$ cat src/source/ramDmaPkg.sv
/*
 * Shared definitions for the custom-instruction DMA block.
 * Holds the sizes, the register select and bus-master state
 * encodings, and the packed structs for the CPU port, the system
 * bus and the DMA setup.
 */
package ramDmaPkg;

    // Instruction number answered by this block
    localparam logic [7:0] customId = 8'h0D;

    localparam int sramDepth = 512;
    localparam int sramAddrWidth = 9;
    localparam int blockSizeWidth = 10;
    // Burst size is kept as beats minus one
    localparam int burstSizeWidth = 8;

    // Register select, valueA[12:10]
    typedef enum logic [2:0] {
        sramAccess         = 3'd0,
        busStartAddress    = 3'd1,
        memoryStartAddress = 3'd2,
        blockSize          = 3'd3,
        burstSize          = 3'd4,
        controlStatus      = 3'd5
    } regSelect;

    typedef enum logic [2:0] {
        idle,
        request,
        beginRead,
        readBeats,
        beginWrite,
        writeBeats,
        endWrite,
        finish
    } masterState;

    typedef struct packed {
        logic        start;
        logic [7:0]  ciN;
        logic [31:0] valueA;
        logic [31:0] valueB;
    } ciRequest;

    typedef struct packed {
        logic        grant;
        logic [31:0] addressData;
        logic        endTransaction;
        logic        dataValid;
        logic        busy;
        logic        error;
    } busToMaster;

    typedef struct packed {
        logic                      request;
        logic [31:0]               addressData;
        logic [burstSizeWidth-1:0] burstSize;
        logic [3:0]                byteEnable;
        logic                      readNotWrite;
        logic                      beginTransaction;
        logic                      endTransaction;
        logic                      dataValid;
    } masterToBus;

    // direction bit 0 is bus to SRAM, bit 1 is SRAM to bus
    typedef struct packed {
        logic [31:0]               busStart;
        logic [sramAddrWidth-1:0]  memoryStart;
        logic [blockSizeWidth-1:0] blockSize;
        logic [burstSizeWidth-1:0] burstSize;
        logic [1:0]                direction;
    } dmaConfig;

endpackage
$ cat src/source/dmaController.sv
/*
 * DMA configuration and status registers.
 * Holds the transfer setup written by the CPU, turns a control write
 * into a launch pulse when idle, keeps the sticky error flag and
 * returns the selected register one cycle after the request.
 */
`timescale 1ns/10ps

module dmaController (
    input  logic                                clock,
    input  logic                                reset,
    input  logic                                regWrite,
    input  ramDmaPkg::regSelect                 regSelect,
    input  logic [31:0]                         writeData,
    output logic [31:0]                         readData,
    input  ramDmaPkg::busToMaster               busIn,
    output ramDmaPkg::masterToBus               busOut,
    output logic [ramDmaPkg::sramAddrWidth-1:0] sramAddress,
    output logic                                sramWriteEnable,
    output logic [31:0]                         sramWriteData,
    input  logic [31:0]                         sramReadData
);

    ramDmaPkg::dmaConfig setup;
    logic launch;
    logic launchRequest;
    logic running;
    logic errorPulse;
    logic errorSticky;

    // Launch only from idle, and only with a direction bit set
    assign launchRequest = regWrite && (regSelect == ramDmaPkg::controlStatus)
                           && (writeData[1:0] != 2'b00) && !running && !launch;

    always_ff @(posedge clock) begin
        if (reset) begin
            setup <= '0;
            launch <= 1'b0;
            errorSticky <= 1'b0;
        end else begin
            launch <= launchRequest;
            if (launchRequest) begin
                setup.direction <= writeData[1:0];
                errorSticky <= 1'b0;
            end else if (errorPulse) begin
                errorSticky <= 1'b1;
            end
            if (regWrite) begin
                case (regSelect)
                    ramDmaPkg::busStartAddress:
                        setup.busStart <= writeData;
                    ramDmaPkg::memoryStartAddress:
                        setup.memoryStart <= writeData[ramDmaPkg::sramAddrWidth-1:0];
                    ramDmaPkg::blockSize:
                        setup.blockSize <= writeData[ramDmaPkg::blockSizeWidth-1:0];
                    ramDmaPkg::burstSize:
                        setup.burstSize <= writeData[ramDmaPkg::burstSizeWidth-1:0];
                    default: ;
                endcase
            end
        end
    end

    // Register readback, sampled at the request edge
    always_ff @(posedge clock) begin
        case (regSelect)
            ramDmaPkg::busStartAddress:
                readData <= setup.busStart;
            ramDmaPkg::memoryStartAddress:
                readData <= {{(32 - ramDmaPkg::sramAddrWidth){1'b0}}, setup.memoryStart};
            ramDmaPkg::blockSize:
                readData <= {{(32 - ramDmaPkg::blockSizeWidth){1'b0}}, setup.blockSize};
            ramDmaPkg::burstSize:
                readData <= {{(32 - ramDmaPkg::burstSizeWidth){1'b0}}, setup.burstSize};
            ramDmaPkg::controlStatus:
                readData <= {30'd0, errorSticky, running | launch};
            default:
                readData <= 32'd0;
        endcase
    end

    dmaBusMaster busMaster (
        .clock          (clock),
        .reset          (reset),
        .setup          (setup),
        .launch         (launch),
        .busIn          (busIn),
        .busOut         (busOut),
        .sramAddress    (sramAddress),
        .sramWriteEnable(sramWriteEnable),
        .sramWriteData  (sramWriteData),
        .sramReadData   (sramReadData),
        .running        (running),
        .errorPulse     (errorPulse)
    );

endmodule

$ cat src/source/dmaBusMaster.sv
/*
 * Bus master of the DMA engine.
 * Splits a block into bursts of at most burstSize+1 words and runs
 * each one on the system bus: request until grant, begin transaction,
 * data beats, end. Bus inputs arrive already registered by the top.
 */
`timescale 1ns/10ps

module dmaBusMaster (
    input  logic                                clock,
    input  logic                                reset,
    input  ramDmaPkg::dmaConfig                 setup,
    input  logic                                launch,
    input  ramDmaPkg::busToMaster               busIn,
    output ramDmaPkg::masterToBus               busOut,
    output logic [ramDmaPkg::sramAddrWidth-1:0] sramAddress,
    output logic                                sramWriteEnable,
    output logic [31:0]                         sramWriteData,
    input  logic [31:0]                         sramReadData,
    output logic                                running,
    output logic                                errorPulse
);

    ramDmaPkg::masterState state;
    logic [ramDmaPkg::blockSizeWidth-1:0] remaining;
    logic [ramDmaPkg::blockSizeWidth-1:0] remainingNext;
    logic [31:0] busAddress;
    logic [ramDmaPkg::sramAddrWidth-1:0] memoryAddress;
    logic [ramDmaPkg::burstSizeWidth:0] beatsLeft;
    logic [ramDmaPkg::burstSizeWidth:0] burstLength;
    logic [ramDmaPkg::burstSizeWidth:0] thisBurst;
    logic [ramDmaPkg::burstSizeWidth-1:0] burstCode;
    logic requestGap;
    logic inBurst;
    logic readBeat;
    logic writeAdvance;
    logic consume;

    assign inBurst = (state != ramDmaPkg::idle) && (state != ramDmaPkg::finish);
    assign running = (state != ramDmaPkg::idle);
    assign errorPulse = inBurst && busIn.error;

    // Last burst only carries what is left of the block
    assign burstLength = {1'b0, setup.burstSize} + 1'b1;
    assign thisBurst = (remaining < {1'b0, burstLength})
                       ? remaining[ramDmaPkg::burstSizeWidth:0] : burstLength;
    assign burstCode = thisBurst[ramDmaPkg::burstSizeWidth-1:0] - 1'b1;

    // Extra read beats beyond the burst are not stored
    assign readBeat = (state == ramDmaPkg::readBeats) && busIn.dataValid && (beatsLeft != '0);
    // Write beat goes through on a cycle without busy
    assign writeAdvance = (state == ramDmaPkg::writeBeats) && !busIn.busy;
    assign consume = readBeat || writeAdvance;
    assign remainingNext = remaining - consume;

    // Port B, read data lands one cycle after the address
    assign sramWriteEnable = readBeat;
    assign sramWriteData = busIn.addressData;
    assign sramAddress = writeAdvance ? memoryAddress + 1'b1 : memoryAddress;

    always_comb begin
        busOut = '0;
        busOut.request = inBurst && !requestGap;
        case (state)
            ramDmaPkg::beginRead, ramDmaPkg::beginWrite: begin
                busOut.beginTransaction = 1'b1;
                busOut.addressData = busAddress;
                busOut.burstSize = burstCode;
                busOut.byteEnable = 4'hF;
                busOut.readNotWrite = (state == ramDmaPkg::beginRead);
            end
            ramDmaPkg::writeBeats: begin
                busOut.dataValid = 1'b1;
                busOut.addressData = sramReadData;
            end
            ramDmaPkg::endWrite: begin
                busOut.endTransaction = 1'b1;
            end
            default: ;
        endcase
    end

    always_ff @(posedge clock) begin
        if (reset) begin
            state <= ramDmaPkg::idle;
            requestGap <= 1'b0;
        end else begin
            case (state)
                ramDmaPkg::idle: begin
                    if (launch) begin
                        remaining <= setup.blockSize;
                        busAddress <= setup.busStart;
                        memoryAddress <= setup.memoryStart;
                        requestGap <= 1'b0;
                        state <= (setup.blockSize == '0) ? ramDmaPkg::finish
                                                         : ramDmaPkg::request;
                    end
                end
                ramDmaPkg::request: begin
                    // Grant comes as a single pulse per request
                    if (requestGap) begin
                        requestGap <= 1'b0;
                    end else if (busIn.grant) begin
                        state <= setup.direction[0] ? ramDmaPkg::beginRead
                                                    : ramDmaPkg::beginWrite;
                    end
                end
                ramDmaPkg::beginRead: begin
                    beatsLeft <= thisBurst;
                    state <= ramDmaPkg::readBeats;
                end
                ramDmaPkg::readBeats: begin
                    if (busIn.endTransaction) begin
                        requestGap <= 1'b1;
                        state <= (remainingNext == '0) ? ramDmaPkg::finish
                                                       : ramDmaPkg::request;
                    end
                end
                ramDmaPkg::beginWrite: begin
                    beatsLeft <= thisBurst;
                    state <= ramDmaPkg::writeBeats;
                end
                ramDmaPkg::writeBeats: begin
                    if (writeAdvance && (beatsLeft == 1)) begin
                        state <= ramDmaPkg::endWrite;
                    end
                end
                ramDmaPkg::endWrite: begin
                    requestGap <= 1'b1;
                    state <= (remaining == '0) ? ramDmaPkg::finish : ramDmaPkg::request;
                end
                default: begin
                    state <= ramDmaPkg::idle;
                end
            endcase

            if (consume) begin
                memoryAddress <= memoryAddress + 1'b1;
                busAddress <= busAddress + 32'd4;
                remaining <= remainingNext;
                beatsLeft <= beatsLeft - 1'b1;
            end

            // Bus error aborts whatever is in flight
            if (errorPulse) begin
                state <= ramDmaPkg::finish;
            end
        end
    end

endmodule

$ cat config.mk
export PLATFORM = sky130hd
export DESIGN_NAME = dmaController
export DESIGN_NICKNAME = d
export VERILOG_FILES = /design/src/source/ramDmaPkg.sv /design/src/source/dmaController.sv /design/src/source/dmaBusMaster.sv
export SDC_FILE = /design/constraint.sdc
export NUM_CORES = 1
export LEC_CHECK = 0
export BUFFER_PORTS_ARGS = -buffer_cell sky130_fd_sc_hd__buf_2
export CAP_MARGIN = 0
export CORE_ASPECT_RATIO = 1.75
export CORE_MARGIN = 10
export CORE_UTILIZATION = 57
export CTS_CLUSTER_DIAMETER = 30
export DETAILED_ROUTE_END_ITERATION = 10
export GPL_TIMING_DRIVEN = 0
export PLACE_DENSITY = 0.86
export SYNTH_ARGS = -nofsm -noshare
export SYNTH_HDL_FRONTEND = slang
export SYNTH_SLANG_ARGS = --single-unit
$ cat constraint.sdc
create_clock -name clock -period 10.4 [get_ports clock]
set_input_delay 2.08 -clock clock [delete_from_list [all_inputs] [get_ports clock]]
set_output_delay 2.08 -clock clock [all_outputs]
set_load 0.05 [all_outputs]
Yosys cells after proc, flatten, opt, wreduce, memory -nomap -nowiden
Index checks and enable logic that the tools add are counted.
{ "op_classes": {"add_sub_neg": 6, "order_cmp": 1, "eq_ne": 20, "mux": 32, "bitwise_logic": 2, "reduce_logical": 37} }
{ "op_table": {"columns": ["cell", "n"], "rows": [
  ["32-bit case mux with 5 select lines", 1],
  ["32-bit 2-to-1 mux", 3],
  ["32-bit case mux with 2 select lines", 1],
  ["9-bit 2-to-1 mux", 7],
  ["32-bit by 3-bit adder with 32-bit output, second input constant", 1],
  ["10-bit logical NOT", 3],
  ["10-bit 2-to-1 mux", 3],
  ["3-bit 2-to-1 mux", 10],
  ["3-bit case mux with 7 select lines", 1],
  ["3-bit == test, second input constant", 5],
  ["3-bit by 2-bit != test with 1-bit output, second input constant", 5],
  ["14-bit 2-to-1 mux", 1],
  ["3-bit by 2-bit == test with 1-bit output, second input constant", 4],
  ["1-bit logical AND", 11],
  ["10-bit by 9-bit less-than comparator with 1-bit output", 1],
  ["2-bit AND reduction", 5],
  ["10-bit by 1-bit subtractor with 10-bit output", 1],
  ["8-bit by 1-bit adder with 9-bit output, second input constant", 1],
  ["9-bit by 1-bit adder with 9-bit output, second input constant", 1],
  ["9-bit by 1-bit == test with 1-bit output, second input constant", 1],
  ["9-bit nonzero test", 1],
  ["9-bit by 1-bit subtractor with 9-bit output, second input constant", 1],
  ["2-bit nonzero test", 4],
  ["8-bit by 1-bit subtractor with 8-bit output, second input constant", 1],
  ["15 further kinds", 25]
]} }
{ "word_totals": {"register_bits": 158, "in_bits": 107, "output_inout_bits": 123, "elab_cells": 112} }

Longest topological paths before layout
{ "logic_depth": {"ltp_word": 10, "mapped_depth": 15, "mapped_depth_nobuf": 13} }

Cells and area by module
Synthesis repeated with hierarchy kept, for this count alone.
{ "unflattened": {"hier_cells": 995, "hier_area_um2": 8808.4} }
{ "modules_own_cells": {"columns": ["mod", "instances", "cells_per_inst", "area_per_inst_um2", "seq_area_each_um2"], "rows": [
  ["dmaBusMaster", 1, 619, 5416.4, 1881.8],
  ["dmaController", 1, 376, 3392.0, 1901.8]
]} }

Worst setup path before layout
OpenSTA, ideal clock, no wires.
{ "synth_timing": {"path_kind": "input to register", "startpoint": "input port busIn[2] in the netlist's numbering", "endpoint": "register busMaster.busAddress[10], enable pin", "setup_time_ns": 0.472, "t_arrival_ns": 5.821, "required_ns": 9.928, "setup_slack_ns": 4.107, "cell_stages": 6, "cell_sequence": "nand2_1 > a21oi_1 > nor2_2 > buf_4 > buf_2 > a21oi_1"} }
{ "synth_between": {"elab_chain_cells": 5, "elab_cells_between_ends": 6, "classes_between": "reduce/logical (6)"} }
{ "synth_rtl": {"columns": ["item", "line_no", "text"], "rows": [
  ["from (decl)", "dmaController.sv:16", "input ramDmaPkg::busToMaster busIn,"],
  ["1-bit logical AND (*) (2 in series)", "dmaBusMaster.sv:50", "assign readBeat = (state == ramDmaPkg::readBeats) && busIn.dataValid && (beatsLeft != '0);"],
  ["via sramWriteEnable", "dmaController.sv:19", "output logic sramWriteEnable,"],
  ["1-bit logical OR (*)", "dmaBusMaster.sv:53", "assign consume = readBeat || writeAdvance;"],
  ["2-bit nonzero test (no line)", null, null],
  ["3-bit AND reduction (no line) (*)", null, null],
  ["to (signal assigned)", "dmaBusMaster.sv:92", "busAddress <= setup.busStart;"],
  ["to (signal assigned)", "dmaBusMaster.sv:139", "busAddress <= busAddress + 32'd4;"],
  ["to (decl)", "dmaBusMaster.sv:27", "logic [31:0] busAddress;"]
]} }
Mark *: on every way through the listed nets, which the timed path passes. The rest lies on a longest branch.
A chain may end at the register's enable or synchronous reset.

==> results_tabular.tex <==
\begin{tabular}{lr}
\hline
Metric & Value \\
\hline
\multicolumn{2}{l}{\textbf{STA}} \\
Clock skew & 0.00906 ns \\
Pins Over Slew Limit & 0 \\
Sum of negative setup slack & 0 ns \\
Final hold vios & 0 \\
Tightest slew margin relative to the limit & 37.0\% \\
Worst hold margin & 0.474 ns \\
RSZ-0062 raised after global routing & no \\
Fraction of the cycle the final worst path needs & 69.8\% \\
Finish-stage setup viols & 0 \\
Peak clock frequency supported by timing & 138 MHz \\
Actual transition at the worst max-transition pin & 0.937 ns \\
Min Clock Period, post-route & 7.26 ns \\
\multicolumn{2}{l}{\textbf{Drt}} \\
Final antenna-violating net count & 0 \\
Total iterations of the first detailed-routing run & 6 \\
WL final & 28,700 um \\
Post-detailed-route via-to-cell ratio & 5.93 \\
Routed via count & 8,160 \\
Detail-routed net length per standard cell & 20.8 um \\
Number of DRC violations after detailed routing & 0 \\
Detailed router's first-iteration violation count & 670 \\
\multicolumn{2}{l}{\textbf{Run status}} \\
Outcome & finished clean \\
\multicolumn{2}{l}{\textbf{Yosys}} \\
Netlist Area Pre-Place & 8550 sq um \\
Net count after synthesis & 1,085 \\
YS warnings & 0 \\
Most used standard cell by instance count after synthesis & sky130\_fd\_sc\_hd\_\_nand2\_1 \\
Average cell area after synthesis & 8.90 sq um \\
Async set-reset flop share out of synthesis & 0\% \\
Top cells by count, synth & 187 x sky130\_fd\_sc\_hd\_\_nand2\_1, 98 x sky130\_fd\_sc\_hd\_\_dfxtp\_1, 82 x sky130\_fd\_sc\_hd\_\_a21oi\_1, 60 x sky130\_fd\_sc\_hd\_\_edfxtp\_1, 52 x sky130\_fd\_sc\_hd\_\_o21ai\_0 \\
Cell variety after synth & 67 \\
Number of synthesized flops with an enable pin & 60 \\
Post-Synth XOR/XNOR Area & 6.76\% \\
Register area share after synthesis & 44.0\% \\
Synthesized-area fraction occupied by ao, oa, aoi and oai cells & 16.0\% \\
Mux share of post-synthesis cell area & 2.72\% \\
Simple-gate share of the synthesized area & 20.6\% \\
Post-synthesis instance total & 961 \\
Adder and majority cell fraction of the synthesized area & 2.49\% \\
Leading post-synthesis cells by cell area & sky130\_fd\_sc\_hd\_\_dfxtp\_1 23\%, sky130\_fd\_sc\_hd\_\_edfxtp\_1 21\%, sky130\_fd\_sc\_hd\_\_nand2\_1 8.2\%, sky130\_fd\_sc\_hd\_\_a21oi\_1 4.8\%, sky130\_fd\_sc\_hd\_\_xor2\_1 3.8\% \\
Flops \& latches, synth & 158 \\
Main combinational cell family by area after synthesis & simple AND/OR/NAND/NOR gates \\
Synth Flop Type & sky130\_fd\_sc\_hd\_\_dfxtp\_1 \\
Share of Yosys cell area claimed by the top area cell type & 22.9\% \\
Cell type contributing the most total cell area after synthesis & sky130\_fd\_sc\_hd\_\_dfxtp\_1 \\
\multicolumn{2}{l}{\textbf{Place}} \\
I/O Buffers & 195 \\
Instance count after placement with tap cells included & 1,340 \\
Placer's final routability congestion estimate & 0.964 \\
DP HPWL & 22,400 um \\
\multicolumn{2}{l}{\textbf{Floorplanning}} \\
Count of standard-cell rows & 59 \\
Total die area & 20,500 sq um \\
Effective utilization at floorplan & 57.6\% \\
Die Width & 113 um \\
Die span in y & 182 um \\
Boundary pin count & 230 \\
Core Region & 14,800 sq um \\
\multicolumn{2}{l}{\textbf{Worst setup path}} \\
Capture instance of the worst register-to-register path & busMaster.beatsLeft[0]\$\_DFFE\_PP\_ \\
Arrival time reported for the critical path endpoint & 5.18 ns \\
Largest fanout on the critical path & 10 \\
Worst endpoint required time & 8.32 ns \\
Slowest-stage cell, CP & sky130\_fd\_sc\_hd\_\_a211oi\_1 \\
Critical path's top delay family & compound AO/OA/AOI/OAI gates \\
Maximum cell stage delay along the critical path & 0.72 ns \\
Number of buffers and inverters on the critical path & 2 \\
Worst setup SP type & flop \\
Reg2reg path depth & 10 \\
Kind of end point of the critical path & primary output \\
Cells along the critical path & clkbuf\_1 > and4\_1 > nand4\_1 > xor2\_1 > ha\_1 > a21o\_1 > a211oi\_1 > nand2\_1 > o21ai\_1 > ha\_1 > nand4\_1 > a22o\_1 > a21oi\_1 > buf\_2 \\
WS Path Type & reg -> out \\
Flop2flop setup slack & 6.54 ns \\
Reg-to-reg startpoint & setup[5]\$\_SDFFE\_PP0P\_ \\
\multicolumn{2}{l}{\textbf{Clock tree}} \\
Max Buffers Root-to-Sink & 2 \\
Number of buffers added by the clock tree synthesis step & 17 \\
Post-CTS Setup Bufs & 0 \\
Clock sinks & 158 \\
Clock slew at reported path FFs & 0.07 ns \\
Number of resized instances in the post-cts repair step & 0 \\
Clock tree from TritonCTS & built \\
Cts hold-fix bufs & 0 \\
H-tree depth & 4 \\
Root Driver & sky130\_fd\_sc\_hd\_\_clkbuf\_16 \\
Source-to-sink clock delay at the later pin of the worst-skew pair & 0.42 ns \\
\multicolumn{2}{l}{\textbf{Pwr}} \\
Sw Ratio & 42.8\% \\
Part of the total power dissipated in the clock network & 27.3\% \\
Cell Pwr Density & 217 nW/um\^{}2 \\
Peak VDD IR & 108 uV \\
Share of power burned in registers & 32.6\% \\
Net switching power & 966 uW \\
Internal & 1290 uW \\
Power after layout & 2260 uW \\
Comb power frac & 40.1\% \\
Leak & 0.00422 uW \\
\multicolumn{2}{l}{\textbf{GRT}} \\
Maximum number of pins on one net before global-route repair & 30 \\
Total routing resource utilization after global routing & 26.6\% \\
Wire length of the first global-routing pass & 43,600 um \\
Residual overflow from global routing & 0 \\
Vias in the first global route & 8,316 \\
Number of antenna violations at the first check in global routing & 4 \\
\multicolumn{2}{l}{\textbf{Run}} \\
Number of max-capacitance violations reported & 0 \\
\multicolumn{2}{l}{\textbf{Hold path}} \\
Number of cells on the worst hold path & 2 \\
Worst-case hold path end point & setup[53]\$\_SDFFE\_PP0P\_ \\
Class of the tightest hold or removal check & reg -> reg \\
Hold Path Origin & setup[53]\$\_SDFFE\_PP0P\_ \\
\multicolumn{2}{l}{\textbf{Cells and area}} \\
Nets & 1,300 \\
Number of standard cells in the layout, taps in and fillers out & 1,375 \\
Final Util & 70.0\% \\
Fraction of layout cells with a size suffix above 1 & 25.6\% \\
Area Growth Syn to Fin & 21.4\% \\
\hline
\end{tabular}
cells in the final DEF (no fill, tap or decap), types with 5 or more instances in the layout:
| cell | n |
|---|---|
| sky130_fd_sc_hd__a21oi_1 | 81 |
| sky130_fd_sc_hd__or3_1 | 7 |
| sky130_fd_sc_hd__nand2_1 | 187 |
| sky130_fd_sc_hd__buf_2 | 207 |
| sky130_fd_sc_hd__nor2_1 | 45 |
| sky130_fd_sc_hd__ha_1 | 17 |
| sky130_fd_sc_hd__a22oi_1 | 7 |
| sky130_fd_sc_hd__edfxtp_1 | 60 |
| sky130_fd_sc_hd__and2_1 | 26 |
| sky130_fd_sc_hd__clkbuf_1 | 33 |
| sky130_fd_sc_hd__a22o_1 | 34 |
| sky130_fd_sc_hd__xor2_1 | 37 |
| sky130_fd_sc_hd__dfxtp_1 | 98 |
| sky130_fd_sc_hd__xnor2_1 | 29 |
| sky130_fd_sc_hd__nor3_1 | 16 |
| sky130_fd_sc_hd__o21ai_0 | 52 |
| sky130_fd_sc_hd__o22ai_1 | 7 |
| sky130_fd_sc_hd__buf_6 | 5 |
| sky130_fd_sc_hd__nand4_1 | 15 |
| sky130_fd_sc_hd__buf_4 | 38 |
| sky130_fd_sc_hd__clkbuf_16 | 19 |
| sky130_fd_sc_hd__nand3_1 | 24 |
| sky130_fd_sc_hd__inv_1 | 14 |
| sky130_fd_sc_hd__and3_1 | 9 |
| sky130_fd_sc_hd__nor2b_1 | 5 |
| sky130_fd_sc_hd__nor4_1 | 9 |
| sky130_fd_sc_hd__mux2i_1 | 21 |
tightest hold or removal path: cells and delay by family, from the launching register on:
family           cells  cell delay [ns]
flip-flops           1             0.32
AND/OR/NAND/NOR      1             0.05
AO/OA/AOI/OAI        1             0.05
through the flow:
stage,setup slack [ns],cell area (sq um)
after floorplan,4.11,8550
after global placement,3.21,9760
after detailed placement,3.66,9790
after CTS,3.21,10400
after global routing,2.77,10400
final,3.14,10400
cell families after synthesis:
family | Yosys count
buffers and inverters | 108
XOR/XNOR | 66
multiplexers | 23
adder cells (fa/ha/maj) | 17
AO/OA/AOI/OAI | 218
AND/OR/NAND/NOR | 371
flip-flops | 158
power groups by stage:
stage | registers (uW) | logic, uW | clock network (uW)
floorplan | 742 | 676 | 0
global placement | 747 | 890 | 0
detailed placement | 748 | 903 | 0
CTS | 734 | 907 | 614
global route | 739 | 958 | 639
finish | 735 | 905 | 616
routing by layer:
metal  wire length (um)  global-route usage, %
met1               9250                   24.3
met2              15000                   48.1
met3               2000                   6.21
met4               2370                   22.0
met5                 26                      0
worst max path at each step:
stage / startpoint / endpoint / depth (start not counted)
after floorplan: busIn[2] / busMaster.busAddress[10]$_DFFE_PP_ / 6
after global placement: busIn[1] / busMaster.memoryAddress[8]$_DFFE_PP_ / 6
after detailed placement: setup[5]$_SDFFE_PP0P_ / busOut[14] / 14
after CTS: setup[5]$_SDFFE_PP0P_ / busOut[14] / 14
after global routing: setup[5]$_SDFFE_PP0P_ / busOut[14] / 14
final: setup[5]$_SDFFE_PP0P_ / busOut[14] / 14
state kept, by name (all words and copies together), names as in the netlist:
name	cells
setup	60
busMaster.memoryAddress	9
busMaster.busAddress	32
busMaster.remaining	10
busMaster.beatsLeft	9
readData	32
busMaster.requestGap	1
launch	1
errorSticky	1
busMaster.state	3
layout make-up:
cell class	count	area, sq um
Fill cell	1180	4450
Multi-Input combinational cell	695	4170
Sequential cell	158	3760
Timing Repair Buffer	196	996
Buffer	92	571
Clock buffer	22	497
Tap cell	183	229
Clock inverter	10	91.3
Inverter	16	60.1
Antenna cell	3	7.51
Note: power is estimated with default switching activity, not from simulation.
